**src/source/decode_cfg.svh**
```systemverilog
// Widths, PC alignment and major opcode values for the decode stage
`ifndef DECODE_CFG_SVH
`define DECODE_CFG_SVH

`define XLEN        32
`define REG_AW      5
`define ALIGN_BITS  2

// Major opcodes, bits [6:0] of the word
`define OPC_LUI      7'b0110111
`define OPC_AUIPC    7'b0010111
`define OPC_JAL      7'b1101111
`define OPC_JALR     7'b1100111
`define OPC_BRANCH   7'b1100011
`define OPC_LOAD     7'b0000011
`define OPC_STORE    7'b0100011
`define OPC_OP_IMM   7'b0010011
`define OPC_OP       7'b0110011
`define OPC_MISC_MEM 7'b0001111
`define OPC_SYSTEM   7'b1110011

`endif

```
**src/source/decode_pkg.sv**
```systemverilog
// Operation and format enums, fetch, issue and source-use structs
`include "decode_cfg.svh"

package decode_pkg;

    // Decoded operation, NOP must stay at zero since it is the bubble value
    typedef enum logic [5:0] {
        NOP, INVALID,
        LUI,
        ADD, SUB, SLL, SLT, SLTU, XOR, SRL, SRA, OR, AND,
        MUL, MULH, MULHSU, MULHU, DIV, DIVU, REM, REMU,
        BEQ, BNE, BLT, BGE, BLTU, BGEU,
        LB, LH, LW, LBU, LHU,
        SB, SH, SW,
        JAL, JALR,
        CSRRW, CSRRS, CSRRC, CSRRWI, CSRRSI, CSRRCI,
        ECALL, EBREAK, SRET, MRET, WFI
    } op_e;

    typedef enum logic [2:0] {
        R_TYPE,
        I_TYPE,
        S_TYPE,
        B_TYPE,
        U_TYPE,
        J_TYPE
    } format_e;

    // Word and PC from fetch
    typedef struct packed {
        logic [`XLEN-1:0] instr;
        logic [`XLEN-1:0] pc;
    } fetch_t;

    // Registered result handed to execute
    typedef struct packed {
        op_e              op;
        logic [`XLEN-1:0] first;
        logic [`XLEN-1:0] second;
        logic [`XLEN-1:0] third;
        logic [`XLEN-1:0] pc;
        logic [`XLEN-1:0] instr;
        logic             illegal;
        logic             misaligned;
    } issue_t;

    // Which source registers a format reads
    typedef struct packed {
        logic rs1;
        logic rs2;
    } src_use_t;

endpackage

```
**src/source/op_decoder.sv**
```systemverilog
// Operation, format and illegal-instruction decode of the current word
`include "decode_cfg.svh"

module op_decoder
    import decode_pkg::*;
(
    input  logic [`XLEN-1:0] instr_i,
    output op_e              op_o,
    output format_e          format_o,
    output logic             illegal_o
);

    logic [6:0] opcode;
    logic [2:0] funct3;
    logic [6:0] funct7;
    op_e        dec_branch;
    op_e        dec_load;
    op_e        dec_store;
    op_e        dec_op_imm;
    op_e        dec_op;
    op_e        dec_system;

    assign opcode = instr_i[6:0];
    assign funct3 = instr_i[14:12];
    assign funct7 = instr_i[31:25];

    ////////////////////////////////////////
    // Per-class lookups
    ////////////////////////////////////////

    always_comb begin
        unique case (funct3)
            3'b000:  dec_branch = BEQ;
            3'b001:  dec_branch = BNE;
            3'b100:  dec_branch = BLT;
            3'b101:  dec_branch = BGE;
            3'b110:  dec_branch = BLTU;
            3'b111:  dec_branch = BGEU;
            default: dec_branch = INVALID;
        endcase
    end

    always_comb begin
        unique case (funct3)
            3'b000:  dec_load = LB;
            3'b001:  dec_load = LH;
            3'b010:  dec_load = LW;
            3'b100:  dec_load = LBU;
            3'b101:  dec_load = LHU;
            default: dec_load = INVALID;
        endcase
    end

    always_comb begin
        unique case (funct3)
            3'b000:  dec_store = SB;
            3'b001:  dec_store = SH;
            3'b010:  dec_store = SW;
            default: dec_store = INVALID;
        endcase
    end

    // Shifts need an exact funct7, the rest ignore it
    always_comb begin
        unique case ({funct7, funct3}) inside
            10'b???????000: dec_op_imm = ADD;
            10'b0000000001: dec_op_imm = SLL;
            10'b???????010: dec_op_imm = SLT;
            10'b???????011: dec_op_imm = SLTU;
            10'b???????100: dec_op_imm = XOR;
            10'b0000000101: dec_op_imm = SRL;
            10'b0100000101: dec_op_imm = SRA;
            10'b???????110: dec_op_imm = OR;
            10'b???????111: dec_op_imm = AND;
            default:        dec_op_imm = INVALID;
        endcase
    end

    always_comb begin
        unique case ({funct7, funct3})
            10'b0000000000: dec_op = ADD;
            10'b0100000000: dec_op = SUB;
            10'b0000000001: dec_op = SLL;
            10'b0000000010: dec_op = SLT;
            10'b0000000011: dec_op = SLTU;
            10'b0000000100: dec_op = XOR;
            10'b0000000101: dec_op = SRL;
            10'b0100000101: dec_op = SRA;
            10'b0000000110: dec_op = OR;
            10'b0000000111: dec_op = AND;
            // M extension
            10'b0000001000: dec_op = MUL;
            10'b0000001001: dec_op = MULH;
            10'b0000001010: dec_op = MULHSU;
            10'b0000001011: dec_op = MULHU;
            10'b0000001100: dec_op = DIV;
            10'b0000001101: dec_op = DIVU;
            10'b0000001110: dec_op = REM;
            10'b0000001111: dec_op = REMU;
            default:        dec_op = INVALID;
        endcase
    end

    // Privileged ops match the whole upper field, CSR ops only funct3
    always_comb begin
        unique case (instr_i[31:7]) inside
            25'b0000000000000000000000000: dec_system = ECALL;
            25'b0000000000010000000000000: dec_system = EBREAK;
            25'b0001000000100000000000000: dec_system = SRET;
            25'b0011000000100000000000000: dec_system = MRET;
            25'b0001000001010000000000000: dec_system = WFI;
            25'b?????????????????001?????: dec_system = CSRRW;
            25'b?????????????????010?????: dec_system = CSRRS;
            25'b?????????????????011?????: dec_system = CSRRC;
            25'b?????????????????101?????: dec_system = CSRRWI;
            25'b?????????????????110?????: dec_system = CSRRSI;
            25'b?????????????????111?????: dec_system = CSRRCI;
            default:                       dec_system = INVALID;
        endcase
    end

    ////////////////////////////////////////
    // Major opcode select
    ////////////////////////////////////////

    always_comb begin
        unique case (opcode)
            `OPC_LUI:      op_o = LUI;
            `OPC_AUIPC:    op_o = ADD;
            `OPC_JAL:      op_o = JAL;
            `OPC_JALR:     op_o = JALR;
            `OPC_BRANCH:   op_o = dec_branch;
            `OPC_LOAD:     op_o = dec_load;
            `OPC_STORE:    op_o = dec_store;
            `OPC_OP_IMM:   op_o = dec_op_imm;
            `OPC_OP:       op_o = dec_op;
            `OPC_MISC_MEM: op_o = (funct3 == 3'b000) ? NOP : INVALID;
            `OPC_SYSTEM:   op_o = dec_system;
            default:       op_o = INVALID;
        endcase
    end

    always_comb begin
        unique case (opcode)
            `OPC_JALR, `OPC_LOAD, `OPC_OP_IMM: format_o = I_TYPE;
            `OPC_STORE:                        format_o = S_TYPE;
            `OPC_BRANCH:                       format_o = B_TYPE;
            `OPC_LUI, `OPC_AUIPC:              format_o = U_TYPE;
            `OPC_JAL:                          format_o = J_TYPE;
            default:                           format_o = R_TYPE;
        endcase
    end

    assign illegal_o = (op_o == INVALID);

endmodule

```
**src/source/operand_unit.sv**
```systemverilog
// Immediate generation and selection of the three operands
`include "decode_cfg.svh"

module operand_unit
    import decode_pkg::*;
(
    input  logic [`XLEN-1:0] instr_i,
    input  logic [`XLEN-1:0] pc_i,
    input  format_e          format_i,
    input  logic [`XLEN-1:0] rs1_data_i,
    input  logic [`XLEN-1:0] rs2_data_i,
    output logic [`XLEN-1:0] first_o,
    output logic [`XLEN-1:0] second_o,
    output logic [`XLEN-1:0] third_o
);

    logic [`XLEN-1:0] imm_i;
    logic [`XLEN-1:0] imm_s;
    logic [`XLEN-1:0] imm_b;
    logic [`XLEN-1:0] imm_u;
    logic [`XLEN-1:0] imm_j;
    logic [`XLEN-1:0] imm;

    ////////////////////////////////////////
    // Immediate layouts, sign from bit 31
    ////////////////////////////////////////

    assign imm_i = {{21{instr_i[31]}}, instr_i[30:20]};
    assign imm_s = {{21{instr_i[31]}}, instr_i[30:25], instr_i[11:7]};
    assign imm_b = {{20{instr_i[31]}}, instr_i[7], instr_i[30:25], instr_i[11:8], 1'b0};
    assign imm_u = {instr_i[31:12], 12'b0};
    assign imm_j = {{12{instr_i[31]}}, instr_i[19:12], instr_i[20], instr_i[30:21], 1'b0};

    always_comb begin
        unique case (format_i)
            I_TYPE:  imm = imm_i;
            S_TYPE:  imm = imm_s;
            B_TYPE:  imm = imm_b;
            U_TYPE:  imm = imm_u;
            J_TYPE:  imm = imm_j;
            default: imm = '0;
        endcase
    end

    ////////////////////////////////////////
    // Operand muxes
    ////////////////////////////////////////

    // PC feeds AUIPC, LUI and JAL
    assign first_o  = (format_i == U_TYPE || format_i == J_TYPE) ? pc_i : rs1_data_i;
    assign second_o = (format_i == R_TYPE) ? rs2_data_i : imm;
    // Store data rides on the third operand
    assign third_o  = (format_i == S_TYPE) ? rs2_data_i : imm;

endmodule

```
**src/source/hazard_ctrl.sv**
```systemverilog
// Word replay, register lock, hazard detection and rd delay
`include "decode_cfg.svh"

module hazard_ctrl
    import decode_pkg::*;
(
    input  logic               clk,
    input  logic               reset,
    input  logic               enable_i,
    input  logic [`XLEN-1:0]   fetch_instr_i,
    input  format_e            format_i,
    output logic [`XLEN-1:0]   cur_instr_o,
    output logic [`REG_AW-1:0] rs1_o,
    output logic [`REG_AW-1:0] rs2_o,
    output logic [`REG_AW-1:0] rd_o,
    output logic               hazard_o
);

    logic [`XLEN-1:0]   last_instr;
    logic               last_hazard;
    logic               last_stall;
    logic [`REG_AW-1:0] lock_reg;
    logic               lock_store;
    logic [6:0]         opcode;
    src_use_t           src_use;
    logic               hazard_rs1;
    logic               hazard_rs2;
    logic               hazard_mem;

    ////////////////////////////////////////
    // Replay of the held word
    ////////////////////////////////////////

    always_ff @(posedge clk) begin
        last_instr <= cur_instr_o;
    end

    always_ff @(posedge clk) begin
        if (reset) begin
            last_hazard <= 1'b0;
            last_stall  <= 1'b0;
        end else begin
            last_hazard <= hazard_o;
            last_stall  <= ~enable_i;
        end
    end

    assign cur_instr_o = (last_hazard || last_stall) ? last_instr : fetch_instr_i;
    assign opcode      = cur_instr_o[6:0];
    assign rs1_o       = cur_instr_o[15 +: `REG_AW];
    assign rs2_o       = cur_instr_o[20 +: `REG_AW];

    ////////////////////////////////////////
    // Lock register and rd delay
    ////////////////////////////////////////

    // A hazard drops the lock, so the bubble lasts one cycle
    always_ff @(posedge clk) begin
        if (reset || hazard_o) begin
            lock_reg   <= '0;
            lock_store <= 1'b0;
        end else if (enable_i) begin
            lock_reg   <= cur_instr_o[7 +: `REG_AW];
            lock_store <= (opcode == `OPC_STORE);
        end
    end

    always_ff @(posedge clk) begin
        if (reset) begin
            rd_o <= '0;
        end else begin
            rd_o <= lock_reg;
        end
    end

    ////////////////////////////////////////
    // Hazard detection
    ////////////////////////////////////////

    always_comb begin
        unique case (format_i)
            R_TYPE, S_TYPE, B_TYPE: src_use = '{rs1: 1'b1, rs2: 1'b1};
            I_TYPE:                 src_use = '{rs1: 1'b1, rs2: 1'b0};
            default:                src_use = '{rs1: 1'b0, rs2: 1'b0};
        endcase
    end

    // x0 never locks
    assign hazard_rs1 = src_use.rs1 && (lock_reg != '0) && (lock_reg == rs1_o);
    assign hazard_rs2 = src_use.rs2 && (lock_reg != '0) && (lock_reg == rs2_o);
    assign hazard_mem = lock_store && (opcode == `OPC_LOAD);
    assign hazard_o   = enable_i && (hazard_rs1 || hazard_rs2 || hazard_mem);

endmodule

```
**src/source/issue_reg.sv**
```systemverilog
// Issue register with bubble insertion, stall hold and exception flags
`include "decode_cfg.svh"

module issue_reg
    import decode_pkg::*;
(
    input  logic             clk,
    input  logic             reset,
    input  logic             enable_i,
    input  logic             hazard_i,
    input  op_e              op_i,
    input  logic [`XLEN-1:0] instr_i,
    input  logic [`XLEN-1:0] pc_i,
    input  logic             illegal_i,
    input  logic [`XLEN-1:0] first_i,
    input  logic [`XLEN-1:0] second_i,
    input  logic [`XLEN-1:0] third_i,
    output issue_t           issue_o
);

    // Bubble is a NOP with everything else cleared
    localparam issue_t BUBBLE = '{op: NOP, default: '0};

    logic misaligned;

    assign misaligned = (pc_i[`ALIGN_BITS-1:0] != '0);

    // Low enable holds the last issue
    always_ff @(posedge clk) begin
        if (reset || hazard_i) begin
            issue_o <= BUBBLE;
        end else if (enable_i) begin
            issue_o.op         <= op_i;
            issue_o.first      <= first_i;
            issue_o.second     <= second_i;
            issue_o.third      <= third_i;
            issue_o.pc         <= pc_i;
            issue_o.instr      <= instr_i;
            issue_o.illegal    <= illegal_i;
            issue_o.misaligned <= misaligned;
        end
    end

endmodule

```
**src/source/decode_stage.sv**
```systemverilog
// Decode stage top level connecting control, decoder, operands and issue register
`include "decode_cfg.svh"

module decode_stage
    import decode_pkg::*;
(
    input  logic               clk,
    input  logic               reset,
    input  logic               enable_i,
    input  fetch_t             fetch_i,
    input  logic [`XLEN-1:0]   rs1_data_i,
    input  logic [`XLEN-1:0]   rs2_data_i,
    output logic [`REG_AW-1:0] rs1_o,
    output logic [`REG_AW-1:0] rs2_o,
    output logic [`REG_AW-1:0] rd_o,
    output logic               hazard_o,
    output issue_t             issue_o
);

    logic [`XLEN-1:0] cur_instr;
    op_e              op;
    format_e          fmt;
    logic             illegal;
    logic [`XLEN-1:0] first;
    logic [`XLEN-1:0] second;
    logic [`XLEN-1:0] third;

    hazard_ctrl u_hazard_ctrl (
        .clk           (clk),
        .reset         (reset),
        .enable_i      (enable_i),
        .fetch_instr_i (fetch_i.instr),
        .format_i      (fmt),
        .cur_instr_o   (cur_instr),
        .rs1_o         (rs1_o),
        .rs2_o         (rs2_o),
        .rd_o          (rd_o),
        .hazard_o      (hazard_o)
    );

    op_decoder u_op_decoder (
        .instr_i   (cur_instr),
        .op_o      (op),
        .format_o  (fmt),
        .illegal_o (illegal)
    );

    operand_unit u_operand_unit (
        .instr_i    (cur_instr),
        .pc_i       (fetch_i.pc),
        .format_i   (fmt),
        .rs1_data_i (rs1_data_i),
        .rs2_data_i (rs2_data_i),
        .first_o    (first),
        .second_o   (second),
        .third_o    (third)
    );

    issue_reg u_issue_reg (
        .clk       (clk),
        .reset     (reset),
        .enable_i  (enable_i),
        .hazard_i  (hazard_o),
        .op_i      (op),
        .instr_i   (cur_instr),
        .pc_i      (fetch_i.pc),
        .illegal_i (illegal),
        .first_i   (first),
        .second_i  (second),
        .third_i   (third),
        .issue_o   (issue_o)
    );

endmodule

```
**config.mk**
```make
export PLATFORM = sky130hd
export DESIGN_NAME = decode_stage
export DESIGN_NICKNAME = d
export VERILOG_FILES = /design/src/source/decode_pkg.sv /design/src/source/op_decoder.sv /design/src/source/operand_unit.sv /design/src/source/hazard_ctrl.sv /design/src/source/issue_reg.sv /design/src/source/decode_stage.sv
export VERILOG_INCLUDE_DIRS = /design/src /design/src/source
export SDC_FILE = /design/constraint.sdc
export NUM_CORES = 1
export LEC_CHECK = 0
export BUFFER_PORTS_ARGS = -buffer_cell sky130_fd_sc_hd__buf_4
export CORE_UTILIZATION = 30
export CTS_BUF_LIST = sky130_fd_sc_hd__clkbuf_2 sky130_fd_sc_hd__clkbuf_4 sky130_fd_sc_hd__clkbuf_8
export CTS_CLUSTER_DIAMETER = 50
export DETAILED_ROUTE_END_ITERATION = 8
export GPL_ROUTABILITY_DRIVEN = 0
export PLACE_DENSITY_LB_ADDON = 0.25
export SLEW_MARGIN = 30
export SYNTH_ARGS = -nofsm -noshare
export SYNTH_HDL_FRONTEND = slang
export SYNTH_HIERARCHICAL = 1
export SYNTH_SLANG_ARGS = --single-unit
```
**constraint.sdc**
```tcl
create_clock -name clk -period 5.6 [get_ports clk]
set_clock_uncertainty 0.15 [all_clocks]
set_input_delay 1.12 -clock clk [delete_from_list [all_inputs] [get_ports clk]]
set_output_delay 1.12 -clock clk [all_outputs]
set_load 0.02 [all_outputs]
```
==> results of run 1 <==
-- synth_stat cells (all sizes together) (10+ instances only) --
library cell and count:
nand2 70, clkbuf 18, xor2 13, nor3 11, a21oi 43, inv 18, nor2b 11, dfxtp 213
a211o 31, mux2 62, buf 78, mux2i 170, o21ai 25, nand3 19, nor2 202, nand2b 10
-- area by class of cell --
| class | count | area, sq um |
|---|---|---|
| multi-input combinational | 801 | 5629 |
| inverter | 18 | 67.56 |
| clock inverter | 7 | 65.06 |
| clock buffer | 67 | 834.6 |
| timing repair buffer | 329 | 2502 |
| tap | 455 | 569.3 |
| sequential | 213 | 4264 |
| fill | 3526 | 20780 |
-- worst max-delay path by stage --
stage,startpoint,endpoint,cells past startpoint
4_1_cts,u_hazard_ctrl/last_hazard,hazard_o,12
3_3_place_gp,fetch_i[35],hazard_o,10
2_1_floorplan,u_hazard_ctrl/last_stall,hazard_o,11
3_5_place_dp,fetch_i[35],u_issue_reg/issue_o[117],12
6_report,u_hazard_ctrl/last_hazard,hazard_o,12
5_1_grt,u_hazard_ctrl/last_hazard,hazard_o,12
-- kinds of logic after synthesis --
| group | after synthesis | share of synthesized area, % |
|---|---|---|
| simple gates | 375 | 16.30 |
| mux | 232 | 22.70 |
| flops | 213 | 40.12 |
| compound gates | 177 | 12.40 |
| buf+inv | 114 | 7.051 |
| xor+xnor | 16 | 1.318 |
| fa+ha+maj | 1 | 0.1177 |
-- per-layer routing --
layer	GRT usage, %	up-vias
li1	-	4529
met1	23.66	4454
met2	29.87	336
met3	5.668	82
met4	7.077	0
met5	0	-
-- cell usage in the layout (no fill, tap or decap), drive strengths merged, types with 7 or more instances in the layout --
master	n
a211o	31
a21oi	43
a221oi	8
a22o	7
a22oi	7
buf	329
clkbuf	67
dfxtp	213
inv	18
mux2	62
mux2i	170
nand2	70
nand2b	10
nand3	19
nand4	8
nor2	202
nor2b	11
nor3	11
o21ai	25
o22a	8
or2	7
xor2	13
-- power groups by stage --
stage,registers [W],logic (W),clock network [W]
2_1_floorplan,0.00179,0.000441,0
3_3_place_gp,0.00171,0.000828,0
3_5_place_dp,0.00171,0.000836,0
4_1_cts,0.00168,0.000837,0.00172
5_1_grt,0.00169,0.000896,0.00179
6_report,0.00168,0.000833,0.00166
-- critical path: stages (launching register included) --
cell,delay [ns]
dfxtp_1,0.35
or2_1,0.61
mux2_2,0.46
nor4bb_1,0.16
buf_4,0.17
o211ai_1,0.17
nand2_1,0.07
buf_4,0.20
nand2b_1,0.08
nand4_1,0.23
nor3_1,0.31
o21a_1,0.20
buf_4,0.15
-- stage by stage --
step / setup WS [ns] / area, sq um / std cells / hold slack (ns)
final: 0.6156 / 13930 / 1890 / 0.3190
after global placement: 1.042 / 13030 / 1816 / 0.3058
after global routing: 0.3471 / 13930 / 1890 / 0.3510
after detailed placement: 1.017 / 13030 / 1816 / 0.3092
after CTS: 0.5957 / 13930 / 1890 / 0.3223
after floorplan: 1.049 / 10630 / 1128 / 0.2919
==> qor.yml, run 1 <==
p_clk_share_pct: 39.9
detail-route-antenna-nets: 0
hold_path_depth: 1
power_w: 0.004175
num-nets-final: 1538
top_register: "u_issue_reg/issue_o"
vias_per_cell: 4.974
min_from: "u_hazard_ctrl/lock_store"
ys_ff_latch: 213
antenna_found_initial: 0
grt.overflow.total: 0
worstPathArrival_ns: 3.71
synth_top_area_share_pct: 40.12
cts-root-buf: "clkbuf_8"
syn_area_sq_um: 10630
synth_edf_count: 0
initial_core_util_pct: 30.62
fin_util_pct: 40.13
maxCapViolations: 0
drt_wl_total_um: 35380
p_leak_nw: 6.527
n_antenna_cell: 0
seq_power_share_pct: 40.2
r2r_slack_ns: 1.26
postSynthCellCount: 1128
rows: 68
clockBufferDepth: 3
path_max_fanout: 16
wl_met3_um: 2889
clk_pin_slew_worst_paths_ns: 0.06
port_buffers: 314
cts_resized: 0
worstRegToRegCells: 12
rr_startpoint: "u_hazard_ctrl/last_hazard"
worstSetupPathType: "reg -> out"
reg_top3: "u_issue_reg/issue_o x168, u_hazard_ctrl/last_instr x32"
ir_worst_vdd_v: 0.0001817
track_usage_pct: 18.73
hp-class: "reg -> reg"
yosysWarnings: 6
syn_area_per_cell_sq_um: 9.423
ys_async_sr_fraction_pct: 0
switching_share_pct: 29.04
ys_types: 74
cts_sinks: 213
grt_max_degree: 123
finalCriticalPeriod_ns: 4.984
cp-end-kind: "output port"
power.internal_w: 0.002962
die_area_sq_um: 36190
finalMaxSlewViolations: 0
top_level_ports: 315
drt_iter0_drc: 735
power.density_nw_per_um2: 299.6
largest_reg_flops: 168
area_growth_syn_to_layout_pct: 31.08
die_x_um: 190.2
final_hold_viol_count: 0
combinationalPowerShare_pct: 20.0
wl_met1_um: 15040
die_h_um: 190.2
insertion_delay_ns: 0.54
reg2reg_to: "u_issue_reg/issue_o[125]"
setup_viol: 0
rsz0062_at_grt: "false"
cts_max_level: 2
dr.pass1.iters: 5
power.switching_w: 0.001213
synth_top_cell_by_area: "dfxtp_1"
fin_crit_sh_pct: 89.01
num_vias: 9401
cts_buffers: 43
core_sq_um: 34710
slew_headroom_pct: 42.01
holdPathEnd: "u_hazard_ctrl/lock_store"
status: "completed"
cts_setup_buffers: 0
synth_nets: 1260
crit_required_ns: 4.33
tightest_slew_ns: 0.8699
drive_gt1_share_pct: 34.70
grt_pass1_wl_um: 52750
synth_flop_cell: "dfxtp_1"
dp_hpwl_um: 24850
start_kind: "flip-flop"
cts_tree: "yes"
highest_layer: "met4"
fmax_mhz: 200.6
post-route-drc-count: 0
hold_buffers: 0
grt_pass1_vias: 9134
wl_met2_um: 16300
synth_area_leaders: "dfxtp_1 40%, mux2i_1 16%, nor2_1 6.7%"
yosysSeqAreaShare_pct: 40.12
post_drt_wl_per_cell_um: 18.72
fin_setup_tns_ns: 0
Power figures use the tool's default switching activity.
==> inputs of run 2 (changes only) <==
CORE_UTILIZATION = 50   (was 30)
==> qor.yml, run 2 (synthesis gave the netlist of run 1 again) <==
fin_setup_tns_ns: 0  # unchanged
rr_startpoint: "u_hazard_ctrl/last_stall"  # was u_hazard_ctrl/last_hazard
crit_required_ns: 4.33  # about the same
largest_reg_flops: 168  # unchanged
postPlaceCellArea_sq_um: 12790  # was 13030 sq um
grt_max_degree: 91  # was 123
insertion_delay_ns: 0.50  # was 0.54 ns
finalHoldWorstSlack_ns: 0.3406  # was 0.3190 ns
final_hold_viol_count: 0  # unchanged
clk_pin_slew_worst_paths_ns: 0.06  # about the same
start_kind: "flip-flop"  # unchanged
grt_pass1_vias: 8899  # was 9134
tightest_slew_ns: 0.9382  # was 0.8699 ns
vias_per_cell: 5.571  # was 4.974
min_from: "u_issue_reg/issue_o[84]"  # was u_hazard_ctrl/lock_store
post_drt_wl_per_cell_um: 18.82  # was 18.72 um
cts_setup_buffers: 0  # unchanged
port_buffers: 314  # unchanged
grt_pass1_wl_um: 48330  # was 52750 um
cts_resized: 0  # unchanged
die_area_sq_um: 21840  # was 36190 sq um
num_vias: 9449  # was 9401
cp_slowest_cell: "nor2_2"  # was or2_1
top_register: "u_issue_reg/issue_o"  # unchanged
cts_tree: "yes"  # unchanged
die_h_um: 147.8  # was 190.2 um
drt_iter0_drc: 808  # was 735
worstSetupPathType: "reg -> out"  # unchanged
hp-class: "reg -> reg"  # unchanged
path_buf_inv: 2  # was 3
fin_area_sq_um: 13620  # was 13930 sq um
cp_top_family: "compound AO/OA/AOI/OAI gates"  # was simple AND/OR/NAND/NOR gates
rsz0062_at_grt: "false"  # unchanged
n_antenna_cell: 0  # unchanged
status: "completed"  # unchanged
power.density_nw_per_um2: 297.8  # was 299.6 nW/um^2
dr.pass1.iters: 5  # unchanged
fmax_mhz: 198.3  # was 200.6 MHz
die_x_um: 147.8  # was 190.2 um
dp_hpwl_um: 22670  # was 24850 um
cp-end-kind: "output port"  # unchanged
slew_headroom_pct: 37.45  # was 42.01%
clockBufferDepth: 3  # unchanged
register_area_sq_um: 4264  # unchanged
crit_start: "u_hazard_ctrl/last_stall"  # was u_hazard_ctrl/last_hazard
post-route-drc-count: 0  # unchanged
track_usage_pct: 27.88  # was 18.73%
reg_top3: "u_issue_reg/issue_o x168, u_hazard_ctrl/last_instr x32"  # unchanged
num-nets-final: 1531  # was 1538
max_stage_delay_ns: 0.65  # was 0.61 ns
fill_cells: 1750  # was 3526
antenna_found_initial: 0  # unchanged
worstPathArrival_ns: 3.77  # was 3.71 ns
area_growth_syn_to_layout_pct: 28.18  # was 31.08%
cts_max_level: 2  # unchanged
finalCriticalPeriod_ns: 5.044  # was 4.984 ns
initial_core_util_pct: 51.70  # was 30.62%
core_sq_um: 20560  # was 34710 sq um
rows: 52  # was 68
hold_buffers: 0  # unchanged
detail-route-antenna-nets: 0  # unchanged
fin_crit_sh_pct: 90.07  # was 89.01%
multiInputGateArea_sq_um: 5625  # was 5629 sq um
cp_cell_sequence: "nor2_2, mux2_2, nor2b_1, nand3_1, a21oi_1, buf_4, a21oi_1, o21ai_0, o32ai_2, o21a_1, buf_4"  # was or2_1, mux2_2, nor4bb_1, buf_4, o211ai_1, nand2_1, buf_4, nand2b_1, nand4_1, nor3_1, o21a_1, buf_4
setup_viol: 0  # unchanged
layout_common_cells: "325 x buf_4, 213 x dfxtp_1, 190 x nor2_1"  # was 326 x buf_4, 213 x dfxtp_1, 190 x nor2_1
cts_buffers: 37  # was 43
path_max_fanout: 17  # was 16
finalMaxSlewViolations: 0  # unchanged
top_level_ports: 315  # unchanged
drive_gt1_share_pct: 34.22  # was 34.70%
maxCapViolations: 0  # unchanged
p_leak_nw: 6.486  # was 6.527 nW
ir_worst_vdd_v: 0.0002003  # was 0.0001817 V
grt.overflow.total: 0  # unchanged
layout_commonest_cell: "buf_4"  # unchanged
cts-root-buf: "clkbuf_8"  # unchanged
drt_wl_total_um: 31910  # was 35380 um
cts_sinks: 213  # unchanged
## run 2: where the power goes
group          internal [W]  switching [W]  total [W]
registers           0.00162      0.0000569    0.00168
clock network      0.000933       0.000623    0.00156
logic              0.000355       0.000470   0.000826
total               0.00291        0.00115    0.00406
## run 2: layer usage
| layer | track usage (%) | vias up | wire length, um |
|---|---|---|---|
| met5 | 0 | - | 0 |
| met4 | 9.330 | 0 | 843 |
| met3 | 7.006 | 63 | 2734 |
| met2 | 46.65 | 439 | 15200 |
| met1 | 34.91 | 4438 | 13130 |
| li1 | - | 4509 | - |
## run 2: area by class of cell
class / count / share of cell area (%)
Inverter: 18 / 0.4959
Multi-Input combinational cell: 801 / 41.29
Timing Repair Buffer: 328 / 18.31
Sequential cell: 213 / 31.30
Clock buffer: 63 / 5.813
Clock inverter: 3 / 0.3122
Tap cell: 270 / 2.480
## run 2: path summary, 6_finish.rpt
kind	to	slack [ns]	depth (start not counted)
hold / removal	u_issue_reg/issue_o[84]	0.34	2
setup reg to reg	u_issue_reg/issue_o[1]	1.07	11
setup / recovery	hazard_o	0.56	11
hold reg to reg	u_issue_reg/issue_o[84]	0.34	2
## run 2: stage by stage
step	util [%]	power (W)	setup WS, ns	instances
final	66.27	0.004058	0.5564	1696
after global routing	66.27	0.004215	0.2857	1696
after CTS	66.27	0.004078	0.5764	1696
after detailed placement	62.21	0.002525	0.9941	1630
after global placement	62.21	0.002510	1.065	1630
after floorplan	-	0.002229	1.049	1128
## run 2: worst reg2reg max path, cell delays in order (launching register included)
cell and delay (ns):
dfxtp_1 0.32, nor2_2 0.65, buf_4 0.36, mux2_2 0.57, nor3_1 0.64, nand4_1 0.35
a211oi_2 0.36, o2bb2ai_1 0.13, or4_4 0.53, nor4b_4 0.15, mux2i_1 0.15, nor2_1 0.05
